<file path="config.mk">
export PLATFORM = sky130hd
export DESIGN_NAME = pwrCtrlRegs
export DESIGN_NICKNAME = d
export VERILOG_FILES = /design/src/source/memPwrPkg.sv /design/src/source/pwrCtrlRegs.sv
export SDC_FILE = /design/constraint.sdc
export NUM_CORES = 1
export LEC_CHECK = 0
export ABC_AREA = 1
export BUFFER_PORTS_ARGS = -buffer_cell sky130_fd_sc_hd__buf_2
export CAP_MARGIN = 40
export CORE_MARGIN = 2
export CORE_UTILIZATION = 35
export CTS_CLUSTER_SIZE = 16
export DETAILED_ROUTE_END_ITERATION = 8
export PLACE_DENSITY = 0.78
export REMOVE_ABC_BUFFERS = 1
export SLEW_MARGIN = 20
export SYNTH_ARGS = -nofsm -noshare
export SYNTH_HDL_FRONTEND = slang
export SYNTH_SLANG_ARGS = --single-unit
</file>
<file path="constraint.sdc">
create_clock -name clk_i -period 1.2 [get_ports clk_i]
set_clock_uncertainty 0.1 [all_clocks]
set_input_delay 0.12 -clock clk_i [delete_from_list [all_inputs] [get_ports clk_i]]
set_output_delay 0.12 -clock clk_i [all_outputs]
set_load 0.02 [all_outputs]
</file>
<file path="src/source/memPwrPkg.sv">
// Power-aware SRAM subsystem package
// Sizes, memory request types, bank power control and AXI4-Lite structs
package memPwrPkg;

   // Memory geometry
   localparam int unsigned NumWords      = 256;
   localparam int unsigned DataWidth     = 32;
   localparam int unsigned ByteWidth     = 8;
   localparam int unsigned BeWidth       = DataWidth / ByteWidth;
   localparam int unsigned NumPorts      = 2;
   localparam int unsigned NumBanks      = 4;
   localparam int unsigned BankWords     = NumWords / NumBanks;
   localparam int unsigned AddrWidth     = $clog2(NumWords);
   localparam int unsigned BankSelWidth  = $clog2(NumBanks);
   localparam int unsigned BankAddrWidth = AddrWidth - BankSelWidth;

   // Register map
   localparam int unsigned RegAddrWidth = 8;
   localparam logic [RegAddrWidth-1:0] RegDeepSleepOffs = 8'h0;
   localparam logic [RegAddrWidth-1:0] RegPowerGateOffs = 8'h4;

   // AXI response codes
   localparam logic [1:0] RespOkay   = 2'b00;
   localparam logic [1:0] RespSlvErr = 2'b10;

   typedef logic [AddrWidth-1:0]     addrT;
   typedef logic [BankAddrWidth-1:0] bankAddrT;
   typedef logic [BankSelWidth-1:0]  bankSelT;
   typedef logic [DataWidth-1:0]     dataT;
   typedef logic [BeWidth-1:0]       beT;

   // Request of one port, full address
   typedef struct packed {
      logic req;
      logic we;
      addrT addr;
      dataT wdata;
      beT   be;
   } memReqT;

   // Request as seen by a single bank
   typedef struct packed {
      logic     req;
      logic     we;
      bankAddrT addr;
      dataT     wdata;
      beT       be;
   } bankReqT;

   // Power state of one bank
   typedef struct packed {
      logic deepSleep;
      logic powerGate;
   } bankCtrlT;

   // Manager to subordinate
   typedef struct packed {
      logic [RegAddrWidth-1:0] awaddr;
      logic                    awvalid;
      dataT                    wdata;
      beT                      wstrb;
      logic                    wvalid;
      logic                    bready;
      logic [RegAddrWidth-1:0] araddr;
      logic                    arvalid;
      logic                    rready;
   } axiReqT;

   // Subordinate to manager
   typedef struct packed {
      logic       awready;
      logic       wready;
      logic [1:0] bresp;
      logic       bvalid;
      logic       arready;
      dataT       rdata;
      logic [1:0] rresp;
      logic       rvalid;
   } axiRspT;

endpackage

</file>
<file path="src/source/pwrCtrlRegs.sv">
// AXI4-Lite register block for bank power control
// 0x0 deep sleep bits, 0x4 power gate bits, one bit per bank
`timescale 1ns/100ps

module pwrCtrlRegs (
   input  logic                                          clk_i,
   input  logic                                          rst_ni,
   input  memPwrPkg::axiReqT                             axiReq_i,
   output memPwrPkg::axiRspT                             axiRsp_o,
   output memPwrPkg::bankCtrlT [memPwrPkg::NumBanks-1:0] bankCtrl_o
);

   // Control registers
   logic [memPwrPkg::NumBanks-1:0] deepSleepQ;
   logic [memPwrPkg::NumBanks-1:0] powerGateQ;

   // Write channel state
   logic       wrAccept;
   logic       bvalidQ;
   logic [1:0] brespQ;

   // Read channel state
   logic            rdAccept;
   logic            rvalidQ;
   logic [1:0]      rrespQ;
   memPwrPkg::dataT rdataQ;

   // Address and data taken together, only with no response pending
   assign wrAccept = axiReq_i.awvalid & axiReq_i.wvalid & ~bvalidQ;
   assign rdAccept = axiReq_i.arvalid & ~rvalidQ;

   always_comb begin
      axiRsp_o         = '0;
      axiRsp_o.awready = wrAccept;
      axiRsp_o.wready  = wrAccept;
      axiRsp_o.bresp   = brespQ;
      axiRsp_o.bvalid  = bvalidQ;
      axiRsp_o.arready = ~rvalidQ;
      axiRsp_o.rdata   = rdataQ;
      axiRsp_o.rresp   = rrespQ;
      axiRsp_o.rvalid  = rvalidQ;
   end

   // Register update and valid flags
   always_ff @(posedge clk_i or negedge rst_ni) begin
      if (!rst_ni) begin
         deepSleepQ <= '0;
         powerGateQ <= '0;
         bvalidQ    <= 1'b0;
         rvalidQ    <= 1'b0;
      end else begin
         if (wrAccept) begin
            bvalidQ <= 1'b1;
            // Low byte strobe gates the update
            if (axiReq_i.wstrb[0]) begin
               if (axiReq_i.awaddr == memPwrPkg::RegDeepSleepOffs) begin
                  deepSleepQ <= axiReq_i.wdata[memPwrPkg::NumBanks-1:0];
               end else if (axiReq_i.awaddr == memPwrPkg::RegPowerGateOffs) begin
                  powerGateQ <= axiReq_i.wdata[memPwrPkg::NumBanks-1:0];
               end
            end
         end else if (bvalidQ && axiReq_i.bready) begin
            bvalidQ <= 1'b0;
         end

         if (rdAccept) begin
            rvalidQ <= 1'b1;
         end else if (rvalidQ && axiReq_i.rready) begin
            rvalidQ <= 1'b0;
         end
      end
   end

   // Response payloads
   always_ff @(posedge clk_i) begin
      if (wrAccept) begin
         if (axiReq_i.awaddr == memPwrPkg::RegDeepSleepOffs ||
             axiReq_i.awaddr == memPwrPkg::RegPowerGateOffs) begin
            brespQ <= memPwrPkg::RespOkay;
         end else begin
            brespQ <= memPwrPkg::RespSlvErr;
         end
      end
      if (rdAccept) begin
         // Register in the low bits, zero above
         if (axiReq_i.araddr == memPwrPkg::RegDeepSleepOffs) begin
            rdataQ <= memPwrPkg::dataT'(deepSleepQ);
            rrespQ <= memPwrPkg::RespOkay;
         end else if (axiReq_i.araddr == memPwrPkg::RegPowerGateOffs) begin
            rdataQ <= memPwrPkg::dataT'(powerGateQ);
            rrespQ <= memPwrPkg::RespOkay;
         end else begin
            rdataQ <= '0;
            rrespQ <= memPwrPkg::RespSlvErr;
         end
      end
   end

   // Per-bank power control
   always_comb begin
      for (int bankIdx = 0; bankIdx < memPwrPkg::NumBanks; bankIdx++) begin
         bankCtrl_o[bankIdx].deepSleep = deepSleepQ[bankIdx];
         bankCtrl_o[bankIdx].powerGate = powerGateQ[bankIdx];
      end
   end

endmodule

</file>
==> flow_summary.json <==
{
  "outcome": "complete, but fails checks",
  "failed_checks": "setup timing",
  "ant_nets": 0,
  "gr-total-overflow": 0,
  "layout.cells.non_filler": 213,
  "final_common_cell": "buf_2",
  "total_power_w": 0.001272,
  "seqCellArea_sq_um": 430.4,
  "grt_pass1_wl_microns": 3029,
  "drv_cap": 0,
  "setup_violations": 10,
  "power.density_nw_per_um2": 924.5,
  "postSynthAreaPerCell_sq_um": 8.341,
  "yosysSeqAreaShare_pct": 41.95,
  "drtPass1Iterations": 4,
  "min_period_ns": 1.254,
  "dieArea_sq_um": 3380,
  "wl_per_cell_microns": 9.413,
  "start_util_pct": 36.89,
  "diodes": 0,
  "yosysTopAreaCellShare_pct": 24.88,
  "numCtsBuffers": 3,
  "setup_ws_ns": -0.05421,
  "place_congestion": 0.7176,
  "stdcell_area_sq_um": 1376,
  "power.leakage_nw": 0.7993,
  "dp_hpwl_microns": 1509,
  "drc": 0,
  "placementRows": 19,
  "cp-end-kind": "primary output",
  "worst_ep_required_time_ns": 0.98,
  "worst-path-max-fanout": 3,
  "critPathKind": "reg2out",
  "synth_area_sq_um": 1026,
  "yosysWarnings": 0,
  "worstSetupStartpointType": "flop",
  "via_count": 851,
  "max_freq_mhz": 797.3,
  "synth_flop_cell": "dfrtp_1",
  "die_w_microns": 58.14,
  "ys_types": 16,
  "rsz0062_at_grt": "yes",
  "layout_common_cells": "44 x buf_2, 30 x conb_1, 25 x nand2_1",
  "drive_above_1_share_pct": 40.66,
  "timing.hold.ws_ns": 0.06541,
  "slew_violations": 0,
  "cts_tree": "done",
  "hold_path.class": "in2reg",
  "dp_cells": 195,
  "cts_root_buf": "clkbuf_4",
  "cts_max_path_buffers": 2,
  "io_pins": 108,
  "min_period_over_period_pct": 104.5,
  "cp.arrival_ns": 1.03,
  "ys_ff_latch": 16,
  "first_global_vias": 756,
  "portBuffers": 46,
  "wl_microns": 2005,
  "fill_cells": 292,
  "clkTransAtPathRegs_ns": 0.09,
  "die_h_microns": 58.14,
  "grt_use_total_pct": 11.50,
  "cts.sinks": 16,
  "grt_antenna_before_repair": 0,
  "ir_worst_vdd_uv": 588.1,
  "via_per_inst": 3.995,
  "synth_edf_count": 6,
  "drt-initial-drc-count": 21,
  "syn_to_final_growth_pct": 34.15,
  "finalNetCount": 242,
  "core_sq_um": 2781,
  "grt_max_degree": 11,
  "synth_top_cell_by_area": "buf_4",
  "async_reset_ff_share_pct": 62.50,
  "htreeDepth": 1,
  "placed_area_sq_um": 1149,
  "preCtsSetupSlack_ns": 0.01403,
  "clkLatencyLatePin_ns": 0.28,
  "finalHoldViolations": 0,
  "multi_input_area_sq_um": 461.7,
  "syn_inst": 123,
  "yosys-top-cells-area": "buf_4 25%, dfrtp_1 24%, edfxtp_1 18%"
}
==> power by group <==
group	internal, W	switching, W	total, W
Sequential	0.000589	0.00000886	0.000598
Clock	0.000184	0.000163	0.000347
Combinational	0.000115	0.000212	0.000327
==> cell type report <==
type                    instances  area share [%]
repair buffers                 59           27.09
clock buffers                   4           2.636
flip-flops and latches         16           31.27
inverters                       9           2.636
multi-input cells              94           33.55
well taps                      31           2.818
==> metrics by stage <==
step	setup TNS, ns	utilization [%]
after global routing	-1.282	49.48
after global placement	0	41.30
after CTS	-0.5703	48.22
after detailed placement	0	41.30
after floorplan	-0.5362	-
final	-0.3654	49.48
==> cells in the mapped netlist, types with 2 or more instances <==
cell type	instances
nor2_2	2
nand2_1	32
inv_1	8
nor2_4	2
nor2_1	10
nand3_1	9
nand2_2	3
o21ai_0	2
dfrtp_1	10
edfxtp_1	6
buf_4	34
==> cell families after synthesis <==
family / count (synthesis) / share of synthesized area (%)
buffers and inverters: 43 / 28.17
AO/OA/AOI/OAI: 2 / 0.9756
flip-flops: 16 / 41.95
AND/OR/NAND/NOR: 61 / 28.54
other: 1 / 0.3655
==> state kept, by name, indices dropped and copies added (netlist names) <==
register / cells
rdataQ: 4
brespQ: 1
bvalidQ: 1
rvalidQ: 1
powerGateQ: 4
rrespQ: 1
deepSleepQ: 4
==> worst paths after layout <==
check | startpoint | to | slack (ns) | cells after the start
worst max-delay path | bvalidQ | axiRsp_o[39] | -0.05 | 4
max in group asynchronous | rst_ni | powerGateQ[2] | 0.70 | 2
worst max register to register | bvalidQ | powerGateQ[0] | -0.04 | 7
worst min-delay path | axiReq_i[11] | bvalidQ | 0.07 | 3
worst min register to register | deepSleepQ[0] | deepSleepQ[0] | 0.42 | 2
min in group asynchronous | rst_ni | rvalidQ | 0.11 | 2
==> routing by layer <==
metal	track usage, %	routed length, microns	part of all wire, %	up-vias
li1	-	-	-	438
met5	0	0	0	-
met1	12.52	740	37	373
met3	3.571	174	8.7	0
met2	21.43	1090	54	40
met4	2.990	0	0	0
==> critical path, cell delays in order (launching register included) <==
cell,delay (ns)
dfrtp_1,0.39
inv_2,0.08
nand3_4,0.09
inv_4,0.08
buf_6,0.11
==> timing repair <==
| action | CTS | global route |
|---|---|---|
| hold buffers | 8 | 0 |
| endpoints found under the hold margin | 19 | 0 |
| resized for setup | 7 | 9 |
| setup endpoints to repair | 3 | 11 |
| buffers inserted | 4 | 1 |
| pin swaps | 1 | 3 |
| cloned | 1 | 0 |
No activity file was read; power rests on OpenSTA's default activity.
